[config.mk]
export PLATFORM = sky130hd
export DESIGN_NAME = tick_gen
export DESIGN_NICKNAME = d
export VERILOG_FILES = /design/src/source/core_pkg.sv /design/src/source/tick_gen.sv
export SDC_FILE = /design/constraint.sdc
export NUM_CORES = 1
export LEC_CHECK = 0
export BUFFER_PORTS_ARGS = -buffer_cell sky130_fd_sc_hd__buf_4
export CAP_MARGIN = 40
export CORE_UTILIZATION = 37
export CTS_CLUSTER_DIAMETER = 150
export DETAILED_ROUTE_END_ITERATION = 12
export GPL_TIMING_DRIVEN = 0
export PLACE_DENSITY = 0.6
export SYNTH_ARGS = -nofsm -noshare
export SYNTH_HDL_FRONTEND = slang
export SYNTH_SLANG_ARGS = --single-unit
[constraint.sdc]
create_clock -name clk_32_768 -period 2.81 [get_ports clk_32_768]
set_clock_uncertainty 0.1 [all_clocks]
set_input_delay 0.562 -clock clk_32_768 [delete_from_list [all_inputs] [get_ports clk_32_768]]
set_output_delay 0.562 -clock clk_32_768 [all_outputs]
set_load 0.01 [all_outputs]
[src/source/core_pkg.sv]
/*
  shared constants and types for the core clock domain
  ROM depth and divider period are fixed, nothing here is meant to be overridden
  address regions are decoded on the top byte of the APB address only
*/

package core_pkg;

  ////////////////////////////////////////////////////////////
  // APB host bus

  localparam int addr_w = 32;
  localparam int data_w = 32;

  // top address byte of each region
  localparam logic [7:0] rom_region  = 8'h00;
  localparam logic [7:0] ctrl_region = 8'hF8;

  ////////////////////////////////////////////////////////////
  // program ROM

  localparam int rom_depth = 8192;
  localparam int rom_aw    = 13;
  // cpu only sees the low 12 bits of each word
  localparam int rom_dw    = 12;
  // host delivers 16-bit words, bytes swapped
  localparam int load_dw   = 16;

  ////////////////////////////////////////////////////////////
  // clock enable divider

  // 1001 cycles per single-rate tick
  localparam int div_reload = 1000;
  localparam int div_half   = 500;

  ////////////////////////////////////////////////////////////
  // controller keys

  localparam int key_w     = 16;
  localparam int key_a_bit = 4;
  localparam int key_b_bit = 5;
  localparam int key_y_bit = 7;

  ////////////////////////////////////////////////////////////
  // enums

  typedef enum logic [1:0] {
    st_idle,
    st_access,
    st_respond
  } apb_state_e;

  typedef enum logic [2:0] {
    op_none,
    op_rom_write,
    op_ctrl_write,
    op_ctrl_read,
    op_bad
  } host_op_e;

endpackage

[src/source/tick_gen.sv]
/*
  free-running clock enables for the pet cpu
  clk_en once every 1001 cycles, clk_2x_en with it and again 500 cycles later
  first clk_en comes 1001 cycles after reset is released
*/

module tick_gen (
  input  logic clk_32_768,
  input  logic rst,
  output logic clk_en,
  output logic clk_2x_en
);

  typedef logic [$clog2(core_pkg::div_reload+1)-1:0] div_cnt_t;

  div_cnt_t cnt;
  div_cnt_t cnt_dec;

  assign cnt_dec = cnt - 1'b1;

  ////////////////////////////////////////////////////////////
  // down counter with registered pulses

  always_ff @(posedge clk_32_768) begin
    if (rst) begin
      cnt       <= div_cnt_t'(core_pkg::div_reload);
      clk_en    <= 1'b0;
      clk_2x_en <= 1'b0;
    end else begin
      // default no pulse
      clk_en    <= 1'b0;
      clk_2x_en <= 1'b0;
      if (cnt == '0) begin
        cnt       <= div_cnt_t'(core_pkg::div_reload);
        clk_en    <= 1'b1;
        clk_2x_en <= 1'b1;
      end else begin
        cnt <= cnt_dec;
        // mid-period, only the double rate
        if (cnt_dec == div_cnt_t'(core_pkg::div_half)) begin
          clk_2x_en <= 1'b1;
        end
      end
    end
  end

  // single rate must be a subset of double rate
  a_en_in_2x: assert property (
    @(posedge clk_32_768) disable iff (rst) clk_en |-> clk_2x_en
  ) else $error("clk_en without clk_2x_en");

endmodule

## Yosys cells after proc, flatten, opt, wreduce, memory -nomap -nowiden

Cells that the tools add are included.

- Input bits: 2
- Register bits after elaboration: 12

- Reduce and logical (&&, ||, !) cells: 2
- $add $sub $neg: 1
- Eq/ne operators: 1
- Mux-type cells: 3

Operator list:

| operator | count |
|---|---|
| 10-bit by 9-bit equality test with 1-bit output (second input constant) | 1 |
| 10-bit logical NOT | 1 |
| 10-bit by 1-bit subtractor with 10-bit output (second input constant) | 1 |
| 1-bit two-way mux | 3 |
| 2-bit OR reduction | 1 |

## Depth between registers and ports, before layout

- Depth in word-level cells: 4
- Mapped depth: 6
- Mapped depth without buffers: 6

## Worst setup path after synthesis

No wires, ideal clock.

- Path kind: reg-to-reg
- From: register cnt[0]
- To: register clk_2x_en
- Clock period less this slack: 1.886 ns
- Stages on the path, launching flop included: 7
- Library setup time: 0.059 ns
- Path slack: 0.924 ns
- Required time: 2.651 ns
- Arrival: 1.726 ns
- Buffers on the path: 0
- Path through: dfxtp_1 -> inv_1 -> ha_1 -> or4b_1 -> a2111o_1 -> a32oi_1 -> a41o_1

- Word-level cells in the longest chain between the ends: 4

Ends and longest elaborated chain:

| what | line | source |
|---|---|---|
| from (decl) | tick_gen.sv:16 | `div_cnt_t cnt;` |
| from (signal assigned) | tick_gen.sv:26 | `cnt <= div_cnt_t'(core_pkg::div_reload);` |
| from (signal assigned) | tick_gen.sv:34 | `cnt <= div_cnt_t'(core_pkg::div_reload);` |
| from (signal assigned) | tick_gen.sv:38 | `cnt <= cnt_dec;` |
| 10-bit by 1-bit subtractor with 10-bit output | tick_gen.sv:19 | `assign cnt_dec = cnt - 1'b1;` |
| net cnt_dec[0] | tick_gen.sv:17 | `div_cnt_t cnt_dec;` |
| 10-bit by 9-bit equality test with 1-bit output | tick_gen.sv:40 | `if (cnt_dec == div_cnt_t'(core_pkg::div_half)) begin` |
| 1-bit two-way mux | tick_gen.sv:40 |  |
| 1-bit two-way mux | tick_gen.sv:33 | `if (cnt == '0) begin` |
| to (signal assigned) | tick_gen.sv:32 | `clk_2x_en <= 1'b0;` |
| to (signal assigned) | tick_gen.sv:36 | `clk_2x_en <= 1'b1;` |
| to (signal assigned) | tick_gen.sv:41 | `clk_2x_en <= 1'b1;` |
| to (decl) | tick_gen.sv:11 | `output logic clk_2x_en` |

The timed path passes the listed nets, and every way through them passes these cells.
A chain may end at the register's enable or synchronous reset.

## Worst setup path in the final report

Same ends and word-level chain as after synthesis.

==> results.txt <==
Status: completed
Area leader, netlist: dfxtp_1
Gate power share: 0.201
Register-to-register setup slack: 660 ps
Slew headroom: 0.498
R2r endpoint: clk_2x_en
FF+latch area: 240 um^2
Crit share post-route: 0.766
Total GRT Usage: 0.150
Filler cells: 158
Post-synth EDFFs: 0
PD cells: 594 nW/um^2
Top cell type's share of synthesized area: 0.380
Post-synthesis async set-or-reset flop share: 0
Starting Density: 0.405
Routed length on met1: 647 um
Initial antenna violation count: 0
Final Wtd Congestion: 0.795
Num CTS Buffers: 3
Min-Delay Endpoint: cnt[2]
Clock Power Share: 0.322
Sw Ratio: 0.292
Reg2reg path depth: 6
Cell Rows: 14
Pint: 0.299 mW
I/O pin total: 4
Hold-fix buffers, CTS: 0
Skew-Pair Late Insertion Delay: 270 ps
Initial DRC count: 16
Fin. Hold Viols: 0
DRT Pass-1 Iters: 4
Area Growth Syn to Fin: 12.5%
Core area: 1560 um^2
Met2 wire length: 580 um
Worst Max-Slew Pin Slew: 748 ps
Worst Setup Start Kind: flop
Seq cells post-synth: 12
Overall routed net length: 1.29 mm
Final ANT Viol Nets: 0
Reg-to-reg startpoint: cnt[0]
Post-DR wirelength/cell: 13.5 um
Worst EP arrival: 2270 ps
Vias in the first global route: 464
Share of cells above drive strength 1: 0.139
Final WS setup: 657 ps
Ranking of synthesized cells by area: dfxtp_1 (38%), nor2_1 (5.9%), xnor2_1 (4.2%)
CTS sink count: 12
Setup TNS: 0 ps
Mapped Cells: 72
Syn nets: 76
Diodes inserted: 0
Crit Path Class: flop to flop
Via count: 551
CTS tree: done
Post-detail-place hpwl: 883 um
Critical path required time: 2930 ps
# DRC: 0
Area of the multi-input gates: 364 um^2
Seq/Total Area, Yosys: 0.380
Switching power: 0.124 mW
Uppermost layer routed: met3
VDD IR max: 0.247 mV
Die area: 1880 um^2
CP max FO: 7
Crit path capture type: flop
Reg power frac: 0.477
Pre-CTS setup slack: 721 ps
Root Buffer: clkbuf_4
Number of port buffers: 3
Ys Warns: 0
Max Freq: 465 MHz
Post-synth cell types: 34
Hold_sp: rst
Nets@finish: 84
GRT Residual Overflow: 0
Ys flop type: dfxtp_1
Max Cap Viol: 0
RSZ-0062 raised after global routing: no
Most frequent cells after synthesis: dfxtp_1 (12), nor2_1 (10)
Post-layout min period: 2150 ps
Syn_area_per_cell: 8.78 um^2
Largest net degree at the start of global routing: 11
Final setup fails: 0
Pins Over Slew Limit: 0
Die width: 43.3 um
Count leader, synth: dfxtp_1
DR vias/cell: 5.80
H-tree levels: 1
Global-route wire length before repair: 2.05 mm
Die Y-Extent: 43.3 um
Worst-path clk slew: 70 ps
Clk buf depth: 2
Cells on Worst Hold Path: 2
Met3 wire len: 57 um
Leak Pwr: 0.281 nW
Post-CTS resize count: 0
Area of the mapped netlist: 632 um^2
Postcts setup bufs: 0
Hold WC Path Type: primary input to flop
[layout make-up]
type,instances,share of cell area
clock buffer,4,0.0511
sequential,12,0.338
buffer,2,0.0229
multi-input combinational,55,0.512
inverter,3,0.0158
timing repair buffer,3,0.0317
tap,16,0.0282
[cell families (layout without fill, tap and decap cells)]
| family | after synthesis | in the layout | share of synthesized area |
|---|---|---|---|
| compound gates | 10 | 10 | 0.125 |
| buf+inv | 5 | 12 | 0.0436 |
| xor+xnor | 6 | 6 | 0.0832 |
| fa+ha+maj | 2 | 2 | 0.0396 |
| simple gates | 37 | 37 | 0.329 |
| flops | 12 | 12 | 0.380 |
[worst max path at each step]
stage,from,to,slack [ps],cells past startpoint
6_report,cnt[0],clk_2x_en,660,6
5_1_grt,cnt[0],clk_2x_en,570,6
4_1_cts,cnt[0],clk_2x_en,660,6
3_5_place_dp,cnt[0],clk_2x_en,720,6
3_3_place_gp,cnt[0],clk_2x_en,710,6
2_1_floorplan,cnt[0],clk_2x_en,920,6
[placed cells by master (no fill, tap or decap)]
| cell | instances |
|---|---|
| o41ai_1 | 1 |
| and3b_1 | 1 |
| nor4b_1 | 1 |
| clkbuf_8 | 1 |
| a21oi_1 | 2 |
| clkbuf_2 | 1 |
| o31ai_1 | 1 |
| nand3b_1 | 1 |
| nand3_1 | 3 |
| nand2_1 | 3 |
| a31oi_1 | 1 |
| clkbuf_4 | 3 |
| o2111ai_1 | 1 |
| a2111o_1 | 1 |
| nor4_1 | 1 |
| a32oi_1 | 1 |
| o21bai_1 | 1 |
| nor2_1 | 10 |
| a41o_1 | 1 |
| nand4b_1 | 1 |
| buf_4 | 3 |
| or3_1 | 2 |
| or4b_1 | 1 |
| nand4_1 | 2 |
| nor3_1 | 3 |
| and3_1 | 1 |
| dfxtp_1 | 12 |
| inv_1 | 3 |
| ha_1 | 2 |
| xnor2_1 | 3 |
| xor2_1 | 3 |
| nor3b_1 | 2 |
| and3_2 | 1 |
| nor2b_1 | 1 |
| nand2b_1 | 2 |
| or2_2 | 1 |
| buf_6 | 1 |
[through the flow]
stage,cell area (um^2),hold slack (ps),power (mW),util,cells
2_1_floorplan,632,360,0.268,-,72
3_3_place_gp,674,393,0.286,0.433,91
3_5_place_dp,674,398,0.287,0.433,91
4_1_cts,711,404,0.426,0.456,95
5_1_grt,711,407,0.447,0.456,95
6_report,711,409,0.422,0.456,95
[flip-flops by register name (all words and copies together), names as in the netlist]
name / cells
clk_en: 1
cnt: 10
clk_2x_en: 1
[power by group through the flow]
| stage | combinational, mW | sequential (mW) | clock, mW |
|---|---|---|---|
| after floorplan | 0.0669 | 0.201 | 0 |
| after global placement | 0.0814 | 0.204 | 0 |
| after detailed placement | 0.0824 | 0.205 | 0 |
| after CTS | 0.0843 | 0.201 | 0.141 |
| after global routing | 0.0938 | 0.203 | 0.150 |
| final | 0.0850 | 0.202 | 0.136 |
[layer usage]
metal	up-vias	global-route usage
li1	275	-
met1	267	0.191
met2	9	0.230
met3	0	0.0681
met4	0	0.0375
met5	-	0
[worst max-delay path, cell delays in order, from the launching register on]
cell,delay (ps)
dfxtp_1,370
inv_1,90
ha_1,290
or4b_1,460
a2111o_1,370
a32oi_1,240
a41o_1,190
Power figures use the tool's default switching activity.
