--- src/source/core_pkg.sv ---
/*
  shared constants and types for the core clock domain
  ROM depth and divider period are fixed, nothing here is meant to be overridden
  address regions are decoded on the top byte of the APB address only
*/

package core_pkg;

  ////////////////////////////////////////////////////////////
  // APB host bus

  localparam int addr_w = 32;
  localparam int data_w = 32;

  // top address byte of each region
  localparam logic [7:0] rom_region  = 8'h00;
  localparam logic [7:0] ctrl_region = 8'hF8;

  ////////////////////////////////////////////////////////////
  // program ROM

  localparam int rom_depth = 8192;
  localparam int rom_aw    = 13;
  // cpu only sees the low 12 bits of each word
  localparam int rom_dw    = 12;
  // host delivers 16-bit words, bytes swapped
  localparam int load_dw   = 16;

  ////////////////////////////////////////////////////////////
  // clock enable divider

  // 1001 cycles per single-rate tick
  localparam int div_reload = 1000;
  localparam int div_half   = 500;

  ////////////////////////////////////////////////////////////
  // controller keys

  localparam int key_w     = 16;
  localparam int key_a_bit = 4;
  localparam int key_b_bit = 5;
  localparam int key_y_bit = 7;

  ////////////////////////////////////////////////////////////
  // enums

  typedef enum logic [1:0] {
    st_idle,
    st_access,
    st_respond
  } apb_state_e;

  typedef enum logic [2:0] {
    op_none,
    op_rom_write,
    op_ctrl_write,
    op_ctrl_read,
    op_bad
  } host_op_e;

endpackage

--- src/source/key_sync.sv ---
/*
  controller key synchronizer and button mapping
  only keys A, B and Y reach the cpu, active low, top bit held at 0
  three flops from pin to input_k0, the mapped register is the last stage
*/

module key_sync (
  input  logic                       clk_32_768,
  input  logic                       rst,
  input  logic [core_pkg::key_w-1:0] cont1_key,
  output logic [3:0]                 input_k0
);

  // y, b, a from high to low
  logic [2:0] sync_1;
  logic [2:0] sync_2;

  ////////////////////////////////////////////////////////////
  // synchronizer

  always_ff @(posedge clk_32_768) begin
    if (rst) begin
      sync_1   <= '0;
      sync_2   <= '0;
      // nothing pressed
      input_k0 <= 4'b0111;
    end else begin
      sync_1 <= {cont1_key[core_pkg::key_y_bit],
                 cont1_key[core_pkg::key_b_bit],
                 cont1_key[core_pkg::key_a_bit]};
      sync_2 <= sync_1;
      // left, middle, right buttons, pressed reads 0
      input_k0 <= {1'b0, ~sync_2};
    end
  end

endmodule

--- config.mk ---
export PLATFORM = sky130hd
export DESIGN_NAME = key_sync
export DESIGN_NICKNAME = d
export VERILOG_FILES = /design/src/source/core_pkg.sv /design/src/source/key_sync.sv
export SDC_FILE = /design/constraint.sdc
export NUM_CORES = 1
export LEC_CHECK = 0
export BUFFER_PORTS_ARGS = -buffer_cell sky130_fd_sc_hd__clkbuf_2
export CAP_MARGIN = 30
export CORE_AREA = 2 2 39 41
export DETAILED_ROUTE_END_ITERATION = 10
export DIE_AREA = 0 0 41 43
export PLACE_DENSITY = 0.56
export SYNTH_ARGS = -nofsm -noshare
export SYNTH_HDL_FRONTEND = slang
export SYNTH_SLANG_ARGS = --single-unit
--- constraint.sdc ---
create_clock -name clk_32_768 -period 0.89 [get_ports clk_32_768]
set_clock_uncertainty 0.2 [all_clocks]
set_input_delay 0.0445 -clock clk_32_768 [delete_from_list [all_inputs] [get_ports clk_32_768]]
set_output_delay 0.0445 -clock clk_32_768 [all_outputs]
set_load 0.005 [all_outputs]
After elaboration in Yosys (flattened, before gate mapping)
Index checks and enable logic that the tools add are counted.

Add/subtract/negate cells: 0. Multipliers: 0. Divide/modulo/power cells: 0. Magnitude comparators: 0. Equality and inequality tests: 0. Shift operators: 0. Mux-type cells: 0. Bitwise operators: 1. Reductions and logical operators: 0.

Operators with widths (count): 3-bit inverter (1).

Register bits after elaboration: 10. Latch bits: 0. RAM bits: 0. Memory bits (read-only): 0. Output and inout bits: 4. Memories kept: 0.

Longest topological paths before layout
Gate-level depths: netlist (run 1).

Word-level depth: 1. Depth in mapped cells: 1. Gate-level depth less buffers: 1.

Worst setup path after synthesis (run 1)
OpenSTA, ideal clock, no wires.

Kind: register to register. Start point: register sync_1[0]. End point: register sync_2[0]. Arrival time: 376 ps. Path slack: 200 ps. Cell stages (with the launch flop): 2. Path buffers: 0. Clock period less this slack: 690 ps. Cell sequence: dfxtp_1 -> nor2b_1.

RTL lines: start: declaration (line key_sync.sv:15) `logic [2:0] sync_1;`; start signal: assignment (line key_sync.sv:28) `sync_1 <= {cont1_key[core_pkg::key_y_bit],`; end signal: assignment (line key_sync.sv:31) `sync_2 <= sync_1;`; end: declaration (line key_sync.sv:16) `logic [2:0] sync_2;`.

No word-level cell between the ends.

Final worst setup path (run 1)
Start point: register input_k0[2]. End point: output input_k0[2].

RTL lines: start: declaration (line key_sync.sv:11) `output logic [3:0] input_k0`; start signal: assignment (line key_sync.sv:33) `input_k0 <= {1'b0, ~sync_2};`.

No word-level cell between the ends.

==> flow_summary.toml, run 1 <==
[run_status]
status = "finished, violations left"
violations = "hold timing, setup timing"

[floorplan]
rows = 14
start_util = 0.1790
fp.dieW_um = 41
die_y_um = 43
io_pins = 22
die-area_um2 = 1763
core_um2 = 1384

[final_layout]
fin_area_um2 = 352.8
post-route-util = 0.2550
layout.cells.non_filler = 49
drive_above_1_share = 0.3333
nets = 52
num_antenna_cells = 0
syn2layout_area_growth_pct = 42.42

[grt]
antenna_found_initial = 0
grt.overflow.total = 0
grt.total_usage = 0.05162
first_global_vias = 138
grt_pass1_wl_um = 524
grt_max_degree = 10

[timing]
report.final.slew_viol_count = 0
setup_violations = 3
tns_ps = -35.13
min_period_ps = 902.6
fin_crit_sh = 1.014
hold_slack_ps = -131.1
fmax_mhz = 1108
timing.final.ws_setup_ps = -12.60
hold_viol_final = 9
rsz0062_at_grt = "yes"

[yosys]
synth_xor_area_frac = 0
ys_seq_elements = 9
synth.avg_cell_area_um2 = 12.39
synth.area.top_cells = "dfxtp_1, nor2b_1, nand2b_1"
muxShareOfSynthArea = 0
synthDistinctLibCells = 5
synth_top_area_cell = "dfxtp_1"
synth_top_family_by_area = "simple AND/OR/NAND/NOR gates"
synth-simple-area-share = 0.2273
synthCells = 20
ys_warn_count = 0
syn_nets = 38
synth_compound_area_frac = 0
ys_seq_area_frac = 0.7273
synthAdderAreaFrac = 0
yosysTopAreaCellShare = 0.7273
netlist_area_um2 = 247.7

[clock_tree]
clkLatencyLatePin_ps = 250
holdBufCountCts = 3
cts_buffers = 3
htreeDepth = 1
clk_pin_slew_ps = 60
tritoncts = "built"
clock_sinks = 9
cts-root-buf = "clkbuf_4"
cts_max_path_buffers = 2

[placed_design]
place_ws_ps = 182.1
io_buffer_count = 7
placed_cells = 42
dpl_cell_area_um2 = 295.3
gp_congestion = 0.6042

[hold_path]
hold_class = "input pin to flop"
min_delay_path_depth = 2
min_from = "rst"

[setup_path]
cp_top_family = "flip-flops"
crit_path_max_fanout = 1
path_depth = 1
crit_buf_inv = 1
slowest_delay_ps = 290
worst_r2r_path_depth = 1
slowest_stage = "dfxtp_1"
arrival_ps = 660
reg2reg_slack_ps = 180
critPathKind = "flop to output port"
startpoint = "input_k0[2]"
crit_chain = "buf_2"
cp_data_required_time_ps = 650
cp-start-kind = "flop"
r2r_start = "sync_1[0]"
critPathCaptureType = "output port"

[pwr]
peakVddDrop_v = 0.0007703
power_leakage_nw = 0.1464
power.density_nw_per_um2 = 2156
power_uw = 760.8

[drt]
vias_per_cell = 2.918
drt_first_pass_iters = 2
wl_per_cell_um = 6.102
vias = 143
wirelength_um = 299
postRouteAntennaNets = 0
drt_drc_violations_left = 0
drt-initial-drc-count = 1

[run]
drv_cap = 0
-- metal layers --
layer,share of wire,GRT usage,wire (um),vias up
met5,0,0,0,-
met4,0,0.02000,0,0
met3,0.19,0.07853,56,0
met2,0.39,0.05938,118,12
met1,0.41,0.04620,123,49
li1,-,-,-,82
-- kinds of logic (layout without fill, tap and decap cells) --
group | count (synthesis) | after routing
buf+inv | 1 | 14
other cells | 1 | 1
simple gates | 9 | 9
flops | 9 | 9
-- sequential cells by signal, indices dropped and copies added, names as in the netlist --
register  cells
sync_1        3
sync_2        3
input_k0      3
-- report_power, final --
part | switching (mW) | internal (mW)
combinational | 0.0133 | 0.0258
sequential | 0.00286 | 0.419
clock | 0.128 | 0.172
-- repair_timing --
action | CTS | global route
buffers inserted | 0 | 0
resized for setup | 0 | 3
gates cloned | 0 | 0
setup endpoints to repair | 3 | 3
hold endpoints to repair | 9 | 9
-- Yosys cell counts --
library cell / instances
conb_1: 1
nor2b_1: 6
nand2b_1: 3
buf_4: 1
dfxtp_1: 9
-- layout make-up --
| class | count | area (um^2) |
|---|---|---|
| Tap cell | 16 | 20.02 |
| Multi-Input combinational cell | 10 | 60.06 |
| Fill cell | 141 | 1031 |
| Clock buffer | 4 | 26.28 |
| Timing Repair Buffer | 10 | 65.06 |
| Sequential cell | 9 | 181.4 |
-- cell usage in the layout (no fill, tap or decap), drive strengths merged --
cell type and instances:
buf 2, clkbuf 9, conb 1, dfxtp 9, dlygate4sd3 3, nand2b 3, nor2b 6
-- worst paths after layout --
check | to
hold reg to reg | input_k0[1]
setup reg to reg | sync_2[0]
hold / removal | sync_1[0]
setup / recovery | input_k0[2]
Note: power is estimated with default switching activity, not from simulation.
==> inputs of run 2 (changes only) <==
--- a/config.mk
+++ b/config.mk
@@ -5,6 +5,7 @@
 export SDC_FILE = /design/constraint.sdc
 export NUM_CORES = 1
 export LEC_CHECK = 0
+export ABC_AREA = 1
 export BUFFER_PORTS_ARGS = -buffer_cell sky130_fd_sc_hd__clkbuf_2
 export CAP_MARGIN = 30
 export CORE_AREA = 2 2 39 41
==> constraint.sdc (replaced) <==
create_clock -name clk_32_768 -period 0.98 [get_ports clk_32_768]
set_clock_uncertainty 0.2 [all_clocks]
set_input_delay 0.049 -clock clk_32_768 [delete_from_list [all_inputs] [get_ports clk_32_768]]
set_output_delay 0.049 -clock clk_32_768 [all_outputs]
set_load 0.005 [all_outputs]
==> flow_summary.toml, run 2 <==
[yosys]
synthCells = 27
synth_common_cells = "dfxtp_1, inv_1, nor2_1"
syn_nets = 45
synthDistinctLibCells = 7
netlist_area_um2 = 251.5
synth.avg_cell_area_um2 = 9.314
yosysMostFrequentCell = "dfxtp_1"
synth-main-ff-cell = "dfxtp_1"
async_flop_share = 0
ys_warn_count = 0
yosysTopAreaCellShare = 0.7164
ys_seq_area_frac = 0.7164
synth_top_area_cell = "dfxtp_1"
ys_seq_elements = 9
synth_edf_count = 0
synth.area.top_cells = "dfxtp_1, inv_1, nor2_1"

[drt]
drt_drc_violations_left = 0
vias_per_cell = 3.140
postRouteAntennaNets = 0
drt_first_pass_iters = 2
wl_per_cell_um = 5.614
top_layer = "met3"
met2_length_um = 136
vias = 179
wirelength_um = 320
wl_met1_um = 122
routed-wl-met3_um = 61
drt-initial-drc-count = 3

[setup_path]
r2r_start = "sync_1[2]"
crit_buf_inv = 1
crit_end = "input_k0[2]"
cp_top_family = "flip-flops"
cp_data_required_time_ps = 730
critPathKind = "flop to output port"
slowest_stage = "dfxtp_1"
worstReg2RegEnd = "sync_2[2]"
startpoint = "input_k0[2]"
cp-start-kind = "flop"
worst_r2r_path_depth = 2
crit_path_max_fanout = 1
reg2reg_slack_ps = 300
crit_chain = "clkbuf_2"
path_depth = 1
critPathCaptureType = "output port"
arrival_ps = 660
slowest_delay_ps = 310

[floorplan]
core_um2 = 1384
rows = 14
fp.dieW_um = 41
die_y_um = 43
start_util = 0.1817
io_pins = 22
die-area_um2 = 1763

[clock_tree]
cts-root-buf = "clkbuf_4"
clkLatencyLatePin_ps = 260
post-cts-setup-buffers = 0
clock_sinks = 9
cts_buffers = 3
cts_resized = 0
clk_pin_slew_ps = 60
cts_max_path_buffers = 2
htreeDepth = 1
tritoncts = "built"

[pwr]
power_leakage_nw = 0.1796
clockPowerShare = 0.396
switching_share = 0.2009
power.density_nw_per_um2 = 1919
combPwrFrac = 0.057
power_uw = 701.1
power_switching_uw = 140.9
peakVddDrop_v = 0.0006694
internal-power_uw = 560.3
p_seq_frac = 0.547

[final_layout]
seq_area_um2 = 180.2
largestRegisters = "input_k0: 3 flops, sync_1: 3 flops, sync_2: 3 flops"
layout_commonest_cell = "dfxtp_1"
fin_area_um2 = 365.4
nFillCells = 142
num_antenna_cells = 0
syn2layout_area_growth_pct = 45.27
multi_input_comb_area_um2 = 37.54
layout_common_cells = "dfxtp_1, clkbuf_2, inv_1, nor2_1, dlygate4sd3_1"
nets = 60
drive_above_1_share = 0.2683

[timing]
tns_ps = 0
report.final.slew_viol_count = 0
fmax_mhz = 1095
min_period_ps = 913.2
setup_violations = 0
fin_crit_sh = 0.9318
hold_viol_final = 0
rsz0062_at_grt = "no"

[placed_design]
io_buffer_count = 7
dpl_cell_area_um2 = 299.0
gp_congestion = 0.6518

[grt]
antenna_found_initial = 0
first_global_vias = 143
grt_pass1_wl_um = 476
grt.total_usage = 0.05045
grt.overflow.total = 0
grt_max_degree = 8

[run]
drv_cap = 0

[hold_path]
hold_class = "flop to flop"

[run_status]
status = "completed"
run 2: worst min path at each step:
stage	start	endpoint	depth (start not counted)
2_1_floorplan	rst	sync_1[0]	1
3_3_place_gp	cont1_key[7]	sync_1[2]	3
3_5_place_dp	cont1_key[5]	sync_1[1]	3
4_1_cts	sync_2[1]	input_k0[1]	1
5_1_grt	sync_2[1]	input_k0[1]	1
6_report	sync_2[1]	input_k0[1]	1
run 2: area by class of cell:
cell class | instances | share of cell area
flip-flops and latches | 9 | 0.4932
repair buffers | 11 | 0.2055
multi-input cells | 10 | 0.1027
clock buffers | 4 | 0.07192
inverters | 7 | 0.07192
well taps | 16 | 0.05479
run 2: cell families (layout without fill, tap and decap cells):
group	after synthesis	after routing	share of synthesized area
buffers and inverters	8	22	0.1343
DFF	9	9	0.7164
other	1	1	0.01491
and+or+nand+nor	9	9	0.1343
run 2: worst register-to-register path: stages (launching register included):
cell,delay (ps)
dfxtp_1,290
inv_1,40
nor2_1,30
run 2: through the flow:
stage | util | std cells | worst slack, ps | hold slack, ps
6_report | 0.2640 | 57 | 66.83 | 165.0
5_1_grt | 0.2640 | 57 | 25.62 | 177.4
4_1_cts | 0.2640 | 57 | 41.46 | 165.0
3_5_place_dp | 0.2161 | 49 | 313.0 | 44.47
3_3_place_gp | 0.2161 | 49 | 320.6 | 41.91
2_1_floorplan | - | 27 | 333.7 | -79.82
run 2: what timing repair did:
item | CTS | global route
endpoints found under the setup margin | 0 | 0
hold buffers | 4 | 0
endpoints found under the hold margin | 9 | 0
run 2: power groups by stage:
stage                     Clock, mW  Sequential, mW  Combinational, mW
after floorplan                   0           0.392             0.0150
after global placement            0           0.392             0.0270
after detailed placement          0           0.392             0.0279
after CTS                     0.299           0.384             0.0402
after global routing          0.317           0.385             0.0441
final                         0.277           0.384             0.0399
run 2: per-layer routing:
metal,global-route usage,vias to the layer above
li1,-,98
met1,0.02941,68
met2,0.06250,13
met3,0.07853,0
met4,0.04000,0
met5,0,-
