--- src/source/core_pkg.sv ---
/*
  shared constants and types for the core clock domain
  ROM depth and divider period are fixed, nothing here is meant to be overridden
  address regions are decoded on the top byte of the APB address only
*/

package core_pkg;

  ////////////////////////////////////////////////////////////
  // APB host bus

  localparam int addr_w = 32;
  localparam int data_w = 32;

  // top address byte of each region
  localparam logic [7:0] rom_region  = 8'h00;
  localparam logic [7:0] ctrl_region = 8'hF8;

  ////////////////////////////////////////////////////////////
  // program ROM

  localparam int rom_depth = 8192;
  localparam int rom_aw    = 13;
  // cpu only sees the low 12 bits of each word
  localparam int rom_dw    = 12;
  // host delivers 16-bit words, bytes swapped
  localparam int load_dw   = 16;

  ////////////////////////////////////////////////////////////
  // clock enable divider

  // 1001 cycles per single-rate tick
  localparam int div_reload = 1000;
  localparam int div_half   = 500;

  ////////////////////////////////////////////////////////////
  // controller keys

  localparam int key_w     = 16;
  localparam int key_a_bit = 4;
  localparam int key_b_bit = 5;
  localparam int key_y_bit = 7;

  ////////////////////////////////////////////////////////////
  // enums

  typedef enum logic [1:0] {
    st_idle,
    st_access,
    st_respond
  } apb_state_e;

  typedef enum logic [2:0] {
    op_none,
    op_rom_write,
    op_ctrl_write,
    op_ctrl_read,
    op_bad
  } host_op_e;

endpackage

--- src/source/rom_load_if.sv ---
/*
  ROM load path from the host bus to the program memory
  no handshake, the memory takes every write in the cycle wr_en is high
  load_count is the number of words accepted since reset
*/

interface rom_load_if;

  // one write per cycle, qualified by wr_en
  logic                          wr_en;
  // word index, already shifted down from the byte address
  logic [core_pkg::rom_aw-1:0]   wr_index;
  // raw host word, swap happens in the memory
  logic [core_pkg::load_dw-1:0]  wr_word;

  // upper half of the control register on a read
  logic [core_pkg::data_w/2-1:0] load_count;

  // bus side
  modport host (
    output wr_en,
    output wr_index,
    output wr_word,
    input  load_count
  );

  // memory side, owns the word counter
  modport rom (
    input  wr_en,
    input  wr_index,
    input  wr_word,
    output load_count
  );

endinterface

--- src/source/host_bus_ctrl.sv ---
/*
  APB slave for ROM loading and the run register
  every transfer gets exactly one wait state, pready is high in the second access cycle
  prdata and pslverr are only meaningful while pready is high
  the master must hold paddr, pwrite and pwdata for the whole transfer
*/

module host_bus_ctrl (
  input  logic                        clk_32_768,
  input  logic                        rst,
  input  logic                        psel,
  input  logic                        penable,
  input  logic                        pwrite,
  input  logic [core_pkg::addr_w-1:0] paddr,
  input  logic [core_pkg::data_w-1:0] pwdata,
  output logic [core_pkg::data_w-1:0] prdata,
  output logic                        pready,
  output logic                        pslverr,
  output logic                        run,
  rom_load_if.host                    load
);

  core_pkg::apb_state_e state;
  core_pkg::host_op_e   op;
  logic [core_pkg::data_w-1:0] ctrl_word;

  // region decode on the top address byte
  function automatic core_pkg::host_op_e decode_op(
    input logic [core_pkg::addr_w-1:0] addr,
    input logic                        write
  );
    logic [7:0] region;
    region = addr[core_pkg::addr_w-1 -: 8];
    if (region == core_pkg::rom_region) begin
      // ROM is write only from the host
      return write ? core_pkg::op_rom_write : core_pkg::op_bad;
    end
    if (region == core_pkg::ctrl_region) begin
      return write ? core_pkg::op_ctrl_write : core_pkg::op_ctrl_read;
    end
    return core_pkg::op_bad;
  endfunction

  ////////////////////////////////////////////////////////////
  // transfer FSM

  // decode once in setup, count the wait in access, answer in respond
  always_ff @(posedge clk_32_768) begin
    if (rst) begin
      state   <= core_pkg::st_idle;
      op      <= core_pkg::op_none;
      pslverr <= 1'b0;
      run     <= 1'b0;
    end else begin
      case (state)
        core_pkg::st_idle: begin
          if (psel && !penable) begin
            op    <= decode_op(paddr, pwrite);
            state <= core_pkg::st_access;
          end
        end
        core_pkg::st_access: begin
          // first access cycle is the wait state
          pslverr <= (op == core_pkg::op_bad);
          state   <= core_pkg::st_respond;
        end
        core_pkg::st_respond: begin
          if (op == core_pkg::op_ctrl_write) begin
            run <= pwdata[0];
          end
          pslverr <= 1'b0;
          op      <= core_pkg::op_none;
          state   <= core_pkg::st_idle;
        end
        default: state <= core_pkg::st_idle;
      endcase
    end
  end

  assign pready = (state == core_pkg::st_respond);

  ////////////////////////////////////////////////////////////
  // read data

  // run in bit 0, word count in the top half
  always_comb begin
    ctrl_word = '0;
    ctrl_word[0] = run;
    ctrl_word[core_pkg::data_w-1 -: core_pkg::data_w/2] = load.load_count;
  end

  // captured during the wait so it lines up with pready
  always_ff @(posedge clk_32_768) begin
    if (state == core_pkg::st_access) begin
      prdata <= (op == core_pkg::op_ctrl_read) ? ctrl_word : '0;
    end
  end

  ////////////////////////////////////////////////////////////
  // ROM load port

  // write lands in the pready cycle
  assign load.wr_en    = (state == core_pkg::st_respond) && (op == core_pkg::op_rom_write);
  // byte address to word index
  assign load.wr_index = paddr[core_pkg::rom_aw+1:2];
  assign load.wr_word  = pwdata[core_pkg::load_dw-1:0];

  // protocol checks
  a_penable_needs_psel: assert property (
    @(posedge clk_32_768) disable iff (rst) penable |-> psel
  ) else $error("penable high without psel");

  a_addr_stable: assert property (
    @(posedge clk_32_768) disable iff (rst) (state != core_pkg::st_idle) |-> $stable(paddr)
  ) else $error("paddr changed during a waited transfer");

endmodule

--- src/flat_wrapper.sv ---
// flat-port wrapper written by rule: the top's interface ports become plain ports
module host_bus_ctrl_flat 
  (clk_32_768, rst, psel, penable, pwrite, paddr, pwdata, prdata, pready, pslverr, run, load_wr_en, load_wr_index, load_wr_word, load_load_count);
  rom_load_if load_i ();
  input  logic clk_32_768;
  input  logic rst;
  input  logic psel;
  input  logic penable;
  input  logic pwrite;
  input  logic [core_pkg::addr_w-1:0] paddr;
  input  logic [core_pkg::data_w-1:0] pwdata;
  output logic [core_pkg::data_w-1:0] prdata;
  output logic pready;
  output logic pslverr;
  output logic run;
  output wire logic [$bits(load_i.wr_en)-1:0] load_wr_en;
  output wire logic [$bits(load_i.wr_index)-1:0] load_wr_index;
  output wire logic [$bits(load_i.wr_word)-1:0] load_wr_word;
  input wire logic [$bits(load_i.load_count)-1:0] load_load_count;
  assign load_wr_en = load_i.wr_en;
  assign load_wr_index = load_i.wr_index;
  assign load_wr_word = load_i.wr_word;
  assign load_i.load_count = load_load_count;
  host_bus_ctrl u_core (.clk_32_768(clk_32_768), .rst(rst), .psel(psel), .penable(penable), .pwrite(pwrite), .paddr(paddr), .pwdata(pwdata), .prdata(prdata), .pready(pready), .pslverr(pslverr), .run(run), .load(load_i));
endmodule
--- config.mk ---
export PLATFORM = sky130hd
export DESIGN_NAME = host_bus_ctrl_flat
export DESIGN_NICKNAME = d
export VERILOG_FILES = /design/src/source/core_pkg.sv /design/src/source/rom_load_if.sv /design/src/source/host_bus_ctrl.sv /design/src/flat_wrapper.sv
export SDC_FILE = /design/constraint.sdc
export NUM_CORES = 1
export LEC_CHECK = 0
export ABC_AREA = 1
export BUFFER_PORTS_ARGS = -buffer_cell sky130_fd_sc_hd__buf_2
export CAP_MARGIN = 40
export CELL_PAD_IN_SITES_DETAIL_PLACEMENT = 0
export CELL_PAD_IN_SITES_GLOBAL_PLACEMENT = 2
export CORE_MARGIN = 10
export CORE_UTILIZATION = 18
export DETAILED_ROUTE_END_ITERATION = 8
export PLACE_DENSITY = 0.88
export SLEW_MARGIN = 0
export SYNTH_ARGS = -nofsm -noshare
export SYNTH_HDL_FRONTEND = slang
export SYNTH_SLANG_ARGS = --single-unit
--- constraint.sdc ---
create_clock -name clk_32_768 -period 4.5 [get_ports clk_32_768]
set_clock_uncertainty 0.15 [all_clocks]
set_input_delay 0.9 -clock clk_32_768 [delete_from_list [all_inputs] [get_ports clk_32_768]]
set_output_delay 0.9 -clock clk_32_768 [all_outputs]
set_load 0.01 [all_outputs]
After elaboration in Yosys (flattened, before gate mapping)
Index checks and enable logic that the tools add are counted. W data, S select, Z words.

Input bits: 85. Latch bits: 0. Output and inout bits: 65. Bits in read-only memories: 0. Register bits: 39. Memories kept: 0. Memory bits (writable): 0.

Multipliers: 0. Reductions and logical operators: 9. Divide/modulo/power cells: 0. $add $sub $neg: 0. Mux-type cells: 20. Bitwise logic cells: 0. Magnitude comparators: 0. Eq/ne operators: 8. Shift operators: 0.

Operator list (count): $mux W3 (6); $mux W1 (10); $eq A8 B8 Y1 const B (1); $logic_not A8 Y1 (1); $eq A3 B2 Y1 const B (2); $pmux W3 S2 (1); $pmux W2 S2 (1); $reduce_and A2 Y1 (2); $reduce_bool A2 Y1 (2); $eq A3 B1 Y1 const B (1); $eq A3 B3 Y1 const B (1); $eq A2 B1 Y1 const B (1); $eq A2 B2 Y1 const B (1); $logic_and A1 B1 Y1 (2); $logic_not A2 Y1 (1); $mux W2 (1); $ne A2 B1 Y1 const B (1); $pmux W1 S2 (1); $logic_not A1 Y1 (1).

Longest topological paths before layout
Gate-level depths: netlist of the first run.

Depth in word-level cells: 13. Mapped depth: 7. Mapped depth without buffers: 7.

Worst setup path after synthesis of the first run
Ideal clock, no wire load.

Kind: register to output. Start: register u_core.state[0]. End: output port load_wr_en. Data arrival time: 1.109 ns. Stages on the path, launching flop included: 5. Path slack: 2.341 ns. Cells stage by stage: dfxtp_1 -> inv_1 -> ha_1 -> inv_1 -> nor4_1.

Longest elaborated chain between the ends: 2.

RTL lines: start, declared (line host_bus_ctrl.sv:23) `core_pkg::apb_state_e state;`; start signal, assigned (line host_bus_ctrl.sv:50) `state <= core_pkg::st_idle;`; start signal, assigned (line host_bus_ctrl.sv:59) `state <= core_pkg::st_access;`; start signal, assigned (line host_bus_ctrl.sv:65) `state <= core_pkg::st_respond;`; $eq A2 B2 Y1; named net pready (line flat_wrapper.sv:13) `output logic pready;`; $logic_and A1 B1 Y1 (line host_bus_ctrl.sv:103) `assign load.wr_en = (state == core_pkg::st_respond) && (op == core_pkg::op_rom_write);`; end, declared (line flat_wrapper.sv:16) `output wire logic [$bits(load_i.wr_en)-1:0] load_wr_en;`.

The timed path passes the listed nets, and every way through them passes these cells.

Worst setup path in the final report of the first run
Start: register u_core.state[0]. End: output port load_wr_en.

Longest elaborated chain between the ends: 2.

RTL lines (line): $eq A2 B2 Y1 (host_bus_ctrl.sv:103); $logic_and A1 B1 Y1 (host_bus_ctrl.sv:103).

Every way passes these cells.

==> flow_summary.yaml, run 1 <==
floorplanning:
  die_x_um: 110
  rows: 32
  start_util_pct: 18.6
  die_h_um: 110
  io_pins: 150
  dieArea_mm2: 0.0121
  core-area_mm2: 0.00781
timing:
  max-slew-margin-rel_pct: 50.9
  fin_crit_sh_pct: 55.5
  worst_pin_slew_ns: 0.736
  rsz0062_at_grt: "false"
  whs_ns: 0.361
  period_minus_slack_ns: 2.50
  fin_setup_tns_ns: 0
  fmax_ghz: 0.400
  finalSetupViolations: 0
  hold_viol: 0
  drv_slew: 0
detailed_routing:
  vias: 977
  wl_met2_mm: 1.05
  drt_pass1_iterations: 3
  drc: 0
  wl_met1_mm: 1.29
  top_layer: "met4"
  wl_per_cell_um: 10.2
  drtIter0Drc: 29
  antenna_left: 0
  finalWirelength_mm: 3.00
  viasPerCell: 3.31
  met3_length_um: 621
critical_path:
  arrival_ns: 1.45
  cp.required_ns: 3.45
  critPathMaxFanout: 4
  cp-start-kind: "flip-flop"
  worst-setup-path-type: "reg -> out"
  cp-end-kind: "output pin"
synth:
  postSynthCellCount: 169
  ys_warn_count: 0
  ys_ff_latch: 24
  avgSynthCellArea_um2: 8.60
  ys_seq_area_share_pct: 44.8
  synth_area_mm2: 0.00145
  synth.distinct_cells: 19
worst_hold_path:
  holdCritPathClass: "reg -> reg"
global_routing:
  antenna_found_initial: 0
  grt_overflow_total: 0
  grt_start_max_net_pins: 18
  grt_pass1_vias: 1023
  track_usage_pct: 4.73
  grt_pass1_wl_mm: 4.51
finish:
  final_cell_mix: "buf_2 (51), inv_1 (29), nor2_1 (27)"
  n_antenna_cell: 0
  mostFrequentLayoutCell: "buf_2"
  nNetsFinal: 284
  layout-drive-gt1-share_pct: 29.5
  syn2layout_area_growth_pct: 9.56
run_status:
  status: "finished, final reports clean"
clock_network:
  cts_resized: 0
  hold_buffers: 0
  clockBufferDepth: 2
  clkSinkCount: 24
  cts_made_buffers: 3
  htreeDepth: 1
  cts_tree: "built"
  root_buffer: "clkbuf_8"
  cts_setup_buffers: 0
  cts.clk_slew.worst_paths_ns: 0.08
  clk_latency_ns: 0.26
power:
  power_frac_seq_pct: 48.6
  internal-power_mw: 0.446
  p_leak_nw: 0.778
  power.density_mw_per_mm2: 421
  power_switching_mw: 0.224
  p_sw_share_pct: 33.4
  clkPwrFrac_pct: 18.9
  peakVddDrop_mv: 0.107
  combPwrFrac_pct: 32.5
placement:
  place_hpwl_mm: 2.52
  port_buffers: 51
  finalWeightedCongestion: 0.737
run:
  max_cap_viol_count: 0
## cell type report
cell class | count | area (µm²)
Inverter | 29 | 109
Multi-Input combinational cell | 85 | 404
Clock buffer | 4 | 45.0
Timing Repair Buffer | 51 | 255
Sequential cell | 24 | 651
Tap cell | 102 | 128
Fill cell | 908 | 6220
## cells by family after synthesis
family	synth area share, %
simple gates	15.6
buf+inv	31.0
compound gates	4.05
fa+ha+maj	4.31
flops	44.8
other cells	0.258
## power by group through the flow
stage / Combinational (mW) / Sequential [mW] / Clock (mW)
after floorplan: 0.145 / 0.355 / 0
after global routing: 0.250 / 0.333 / 0.146
after global placement: 0.222 / 0.329 / 0
final: 0.218 / 0.325 / 0.127
after detailed placement: 0.223 / 0.331 / 0
after CTS: 0.224 / 0.326 / 0.133
## state kept, by name (all words and copies together), names as in the netlist
signal and count:
u_core.pslverr 1, u_core.run 1, u_core.op 3, u_core.state 2
u_core.prdata 17
## final timing paths
path | depth (start not counted) | from | endpoint | slack [ns]
hold reg to reg | 2 | u_core.op[2] | u_core.op[2] | 0.36
setup reg to reg | 2 | u_core.state[1] | u_core.prdata[26] | 2.88
hold / removal | 2 | u_core.op[2] | u_core.op[2] | 0.36
setup / recovery | 5 | u_core.state[0] | load_wr_en | 2.00
## routing by layer
layer | global-route usage, % | vias up
met4 | 2.42 | 0
met2 | 6.56 | 55
met5 | 0 | -
li1 | - | 504
met3 | 2.93 | 12
met1 | 5.55 | 406
## synthesized netlist by cell type (all sizes together)
master  number  area (µm²)
buf         45         342
inv         29         109
nor2        28         108
edfxtp      17         510
nand2       17        63.8
dfxtp        7         140
a21oi        6        33.8
ha           5        62.6
nand3        5        30.0
o21ai        5        25.0
conb         1        3.75
nand3b       1        7.51
nand4        1        6.26
nor3         1        5.00
nor4         1        6.26
## stage by stage
step | util [%] | total power, mW | cell area [µm²] | setup slack, ns | cells
5_1_grt | 20.4 | 0.728 | 1590 | 1.79 | 295
3_5_place_dp | 19.8 | 0.554 | 1550 | 2.22 | 291
4_1_cts | 20.4 | 0.683 | 1590 | 1.91 | 295
6_report | 20.4 | 0.670 | 1590 | 2.00 | 295
3_3_place_gp | 19.8 | 0.551 | 1550 | 2.29 | 291
2_1_floorplan | - | 0.500 | 1510 | 2.34 | 183
## critical path: stages, from the launching register on
cell	delay, ns
dfxtp_1	0.33
inv_1	0.12
ha_1	0.23
inv_1	0.10
nor4_1	0.21
buf_2	0.19
Power figures use the tool's default switching activity.
==> run 2: changes to the inputs <==
- CORE_UTILIZATION: 18 -> 17
- PLACE_DENSITY: 0.88 -> 0.84
- clock period: 4.5 -> 2.3 ns (I/O delays scaled with it)
==> flow_summary.yaml, run 2 (synthesis results as in run 1) <==
floorplanning:
  rows: 33
  core-area_mm2: 0.00826
  io_pins: 150
  start_util_pct: 17.6
  die_h_um: 112
  dieArea_mm2: 0.0126
  die_x_um: 112
clock_network:
  cts_tree: "built"
  cts_resized: 0
  cts.clk_slew.worst_paths_ns: 0.09
  clockBufferDepth: 2
  root_buffer: "clkbuf_8"
  cts_made_buffers: 3
  clkSinkCount: 24
  hold_buffers: 0
  cts_setup_buffers: 0
  htreeDepth: 1
  clk_latency_ns: 0.26
finish:
  nNetsFinal: 285
  fin_area_mm2: 0.00160
  syn2layout_area_growth_pct: 10.3
  n_antenna_cell: 0
  largest_reg_flops: 17
  final_cell_mix: "buf_2 (51), inv_1 (29), nor2_1 (27)"
  regMostFlops: "u_core.prdata"
  layout-drive-gt1-share_pct: 29.9
  fillerInstances: 949
  top_regs: "u_core.prdata x17, u_core.op x3, u_core.state x2"
  mostFrequentLayoutCell: "buf_2"
timing:
  fin_ws_ns: 0.229
  fmax_ghz: 0.483
  finalSetupViolations: 0
  rsz0062_at_grt: "false"
  period_minus_slack_ns: 2.07
  hold_viol: 0
  fin_setup_tns_ns: 0
  fin_crit_sh_pct: 90.1
  drv_slew: 0
global_routing:
  grt_start_max_net_pins: 18
  grt_pass1_vias: 1072
  grt_pass1_wl_mm: 5.06
  track_usage_pct: 4.76
  antenna_found_initial: 0
  grt_overflow_total: 0
detailed_routing:
  vias: 972
  drtIter0Drc: 80
  antenna_left: 0
  finalWirelength_mm: 3.14
  drt_pass1_iterations: 4
  wl_per_cell_um: 10.5
  drc: 0
  viasPerCell: 3.25
power:
  power.density_mw_per_mm2: 826
  peakVddDrop_mv: 0.239
  clkPwrFrac_pct: 18.8
  power_switching_mw: 0.449
  combPwrFrac_pct: 33.1
  power_frac_seq_pct: 48.1
  internal-power_mw: 0.876
  p_leak_nw: 0.783
  p_sw_share_pct: 33.9
placement:
  place_ws_ns: 0.463
  port_buffers: 51
  placed_area_mm2: 0.00156
  finalWeightedCongestion: 0.698
  place_hpwl_mm: 2.66
critical_path:
  worst-setup-path-type: "reg -> out"
  cpMaxStageDelayCell: "dfxtp_1"
  cp-end-kind: "output pin"
  cp.required_ns: 1.69
  cp_common_cell: "inv_1"
  critPathMaxFanout: 4
  critical-path-max-stage-delay_ns: 0.34
  cp-start-kind: "flip-flop"
  arrival_ns: 1.46
  crit_path_cell_trace: "inv_1 > ha_1 > inv_1 > nor4_1 > buf_2"
worst_hold_path:
  holdCritPathClass: "in -> reg"
run:
  max_cap_viol_count: 0
run_status:
  status: "finished, final reports clean"
run 2: worst paths after layout:
check	startpoint	endpoint	slack [ns]	depth (start not counted)
max	u_core.state[0]	load_wr_en	0.23	5
max reg2reg	u_core.state[0]	u_core.op[0]	0.82	5
min reg2reg	u_core.op[2]	u_core.op[2]	0.35	2
min	rst	u_core.op[0]	0.25	2
run 2: cell type report:
| class | count | area (µm²) | share of cell area (%) |
|---|---|---|---|
| flip-flops and latches | 24 | 651 | 40.6 |
| multi-input cells | 85 | 404 | 25.2 |
| repair buffers | 52 | 263 | 16.4 |
| well taps | 105 | 131 | 8.20 |
| inverters | 29 | 109 | 6.79 |
| clock buffers | 4 | 45.0 | 2.81 |
run 2: through the flow:
step / hold WS [ns] / total power, mW / util [%] / std cells
6_report: 0.249 / 1.32 / 19.4 / 299
5_1_grt: 0.242 / 1.44 / 19.4 / 299
3_5_place_dp: 0.347 / 1.10 / 18.9 / 295
3_3_place_gp: 0.346 / 1.08 / 18.9 / 295
2_1_floorplan: 0.316 / 0.979 / - / 183
4_1_cts: 0.238 / 1.35 / 19.4 / 299
run 2: power by group through the flow:
stage	registers [mW]	logic [mW]	clock network (mW)
floorplan	0.694	0.284	0
detailed placement	0.650	0.447	0
CTS	0.640	0.450	0.263
global placement	0.641	0.444	0
finish	0.637	0.439	0.249
global route	0.652	0.506	0.286
run 2: worst max-delay path: cells and delay by family (launching register included):
family,cells,cell delay (ns)
and+or+nand+nor,1,0.21
buffers and inverters,3,0.42
adders and majority gates,1,0.23
DFF,1,0.34
run 2: routing by layer:
layer  share of wire (%)  track usage, %  vias to the layer above
li1                    -               -                      508
met1                  48            5.96                      406
met2                  36            6.33                       56
met3                  15            3.35                        2
met4                0.19            1.27                        0
met5                   0               0                        -
==> run 3: changes to the inputs <==
- ABC_AREA: 1 -> default
- PLACE_DENSITY: 0.84 -> 0.83
==> flow_summary.yaml, run 3 <==
run_status:
  status: "finished, final reports clean"
synth:
  ys_ff_latch: 24
  synth_area_mm2: 0.00138
  synth_top_family_by_area: "buffers and inverters"
  synth_adder_area_share_pct: 4.54
  avgSynthCellArea_um2: 10.8
  synth_top_area_share_pct: 37.0
  async_flop_share_pct: 0
  yosys-top-cells-count: "buf_4 (44), and2_1 (17), edfxtp_1 (17)"
  yosysMostFrequentCell: "buf_4"
  ys.flop_type: "edfxtp_1"
  ys_warn_count: 0
  ys_top_cells_by_area: "edfxtp_1 (37%), buf_4 (24%), dfxtp_1 (10%)"
  postSynthCellCount: 128
  synth-simple-area-share_pct: 16.9
  synth.distinct_cells: 26
  synth_compound_area_share_pct: 2.18
  synthMuxAreaShare_pct: 3.63
  synth.largest_area_cell: "edfxtp_1"
  synth-edff-count: 17
  synth_xor_area_share_pct: 0
  ys_seq_area_share_pct: 47.2
detailed_routing:
  drtIter0Drc: 22
  vias: 849
  drt_pass1_iterations: 4
  viasPerCell: 3.34
  wl_per_cell_um: 11.9
  drc: 0
  antenna_left: 0
  finalWirelength_mm: 3.02
finish:
  fillerInstances: 872
  top_regs: "u_core.prdata x17, u_core.op x3, u_core.state x2"
  final_cells: 254
  layout-drive-gt1-share_pct: 36.8
  mostFrequentLayoutCell: "buf_2"
  final_cell_mix: "buf_2 (51), and2_1 (17), edfxtp_1 (17)"
  syn2layout_area_growth_pct: 10.9
  largest_reg_flops: 17
  nNetsFinal: 243
  n_antenna_cell: 0
  regMostFlops: "u_core.prdata"
  final_core_util_pct: 19.6
clock_network:
  htreeDepth: 1
  cts.clk_slew.worst_paths_ns: 0.08
  clkSinkCount: 24
  cts_made_buffers: 3
  cts_setup_buffers: 0
  cts_tree: "built"
  hold_buffers: 0
  clockBufferDepth: 2
  clk_latency_ns: 0.26
  cts_resized: 0
  root_buffer: "clkbuf_8"
critical_path:
  arrival_ns: 1.51
  rrSetupSlack_ns: 0.50
  cp.required_ns: 1.69
  cp-start-kind: "flip-flop"
  cp-end-kind: "output pin"
  worst-setup-path-type: "reg -> out"
  critPathMaxFanout: 7
  crit_path_cell_trace: "inv_1 > ha_1 > nor4bb_1 > buf_2"
  critical-path-max-stage-delay_ns: 0.34
  cpMaxStageDelayCell: "dfxtp_1"
power:
  p_sw_share_pct: 28.8
  power_switching_mw: 0.317
  clkPwrFrac_pct: 23.0
  internal-power_mw: 0.785
  power_frac_seq_pct: 52.3
  power.density_mw_per_mm2: 721
  peakVddDrop_mv: 0.156
  power_mw: 1.10
  combPwrFrac_pct: 24.7
  p_leak_nw: 0.673
timing:
  fmax_ghz: 0.471
  hold_viol: 0
  fin_setup_tns_ns: 0
  fin_crit_sh_pct: 92.4
  drv_slew: 0
  rsz0062_at_grt: "false"
  period_minus_slack_ns: 2.12
  whs_ns: 0.297
  finalSetupViolations: 0
run:
  max_cap_viol_count: 0
placement:
  place_hpwl_mm: 2.47
  finalWeightedCongestion: 0.715
  placed_cells: 250
  port_buffers: 51
floorplanning:
  dieArea_mm2: 0.0121
  start_util_pct: 17.7
  die_x_um: 110
  rows: 32
  die_h_um: 110
  core-area_mm2: 0.00781
  io_pins: 150
global_routing:
  track_usage_pct: 4.57
  grt_pass1_vias: 899
  groute.layer.met2.usage_pct: 6.52
  grt_use_met3_pct: 2.61
  grt_util_met1_pct: 5.73
  grt_overflow_total: 0
  grt_start_max_net_pins: 18
  busiest_layer: "met2"
  grt_pass1_wl_mm: 4.39
  antenna_found_initial: 0
worst_hold_path:
  holdCritPathClass: "in -> reg"
[run 3: cell count changes after synthesis, moves of 2 or more]
| cell | previous run | this run |
|---|---|---|
| mux2i_1 | 0 | 5 |
| clkbuf_1 | 0 | 2 |
| a21oi_1 | 5 | 2 |
| o21ai_0 | 5 | 2 |
| inv_1 | 29 | 3 |
| nor2_1 | 27 | 6 |
| and2_1 | 0 | 17 |
| nand2_1 | 17 | 2 |
[run 3: area by class of cell]
cell class,instances,area [µm²],area share (%)
inverter,3,11.3,0.736
sequential,24,651,42.6
timing repair buffer,52,263,17.2
clock buffer,4,45.0,2.95
multi-input combinational,69,432,28.2
tap,102,128,8.35
[run 3: kinds of logic (layout without fill, tap and decap cells)]
logic type	after synthesis	in the layout
other	1	15
flip-flops	24	24
AO/OA/AOI/OAI	5	5
AND/OR/NAND/NOR	39	39
multiplexers	5	5
adder cells (fa/ha/maj)	5	5
buffers and inverters	49	59
[run 3: final timing paths]
check	start	endpoint	cells after the start
worst max-delay path	u_core.state[0]	load_wr_en	4
worst min-delay path	pwdata[0]	u_core.run	3
worst max register to register	u_core.state[0]	u_core.op[1]	5
worst min register to register	u_core.op[1]	u_core.op[1]	2
[run 3: power by group through the flow]
stage          registers (mW)  clock network (mW)  logic [mW]
6_report                0.577               0.253       0.272
3_3_place_gp            0.584                   0       0.277
2_1_floorplan           0.621                   0       0.194
3_5_place_dp            0.588                   0       0.278
4_1_cts                 0.578               0.272       0.279
5_1_grt                 0.585               0.299       0.307
[run 3: worst max-delay path: cells and delay by family, from the launching register on]
family | cells | cell delay (ns)
DFF | 1 | 0.34
and+or+nand+nor | 1 | 0.32
buffers and inverters | 2 | 0.30
adders and majority gates | 1 | 0.29
[run 3: metal layers]
metal	vias up	share of wire, %
li1	413	-
met1	377	46
met2	57	37
met3	2	16
met4	0	0.40
met5	-	0
[run 3: through the flow]
| stage | area, µm² | setup slack, ns |
|---|---|---|
| finish | 1530 | 0.176 |
| detailed placement | 1480 | 0.429 |
| global route | 1530 | 0.0306 |
| floorplan | 1430 | 0.510 |
| CTS | 1530 | 0.131 |
| global placement | 1480 | 0.414 |
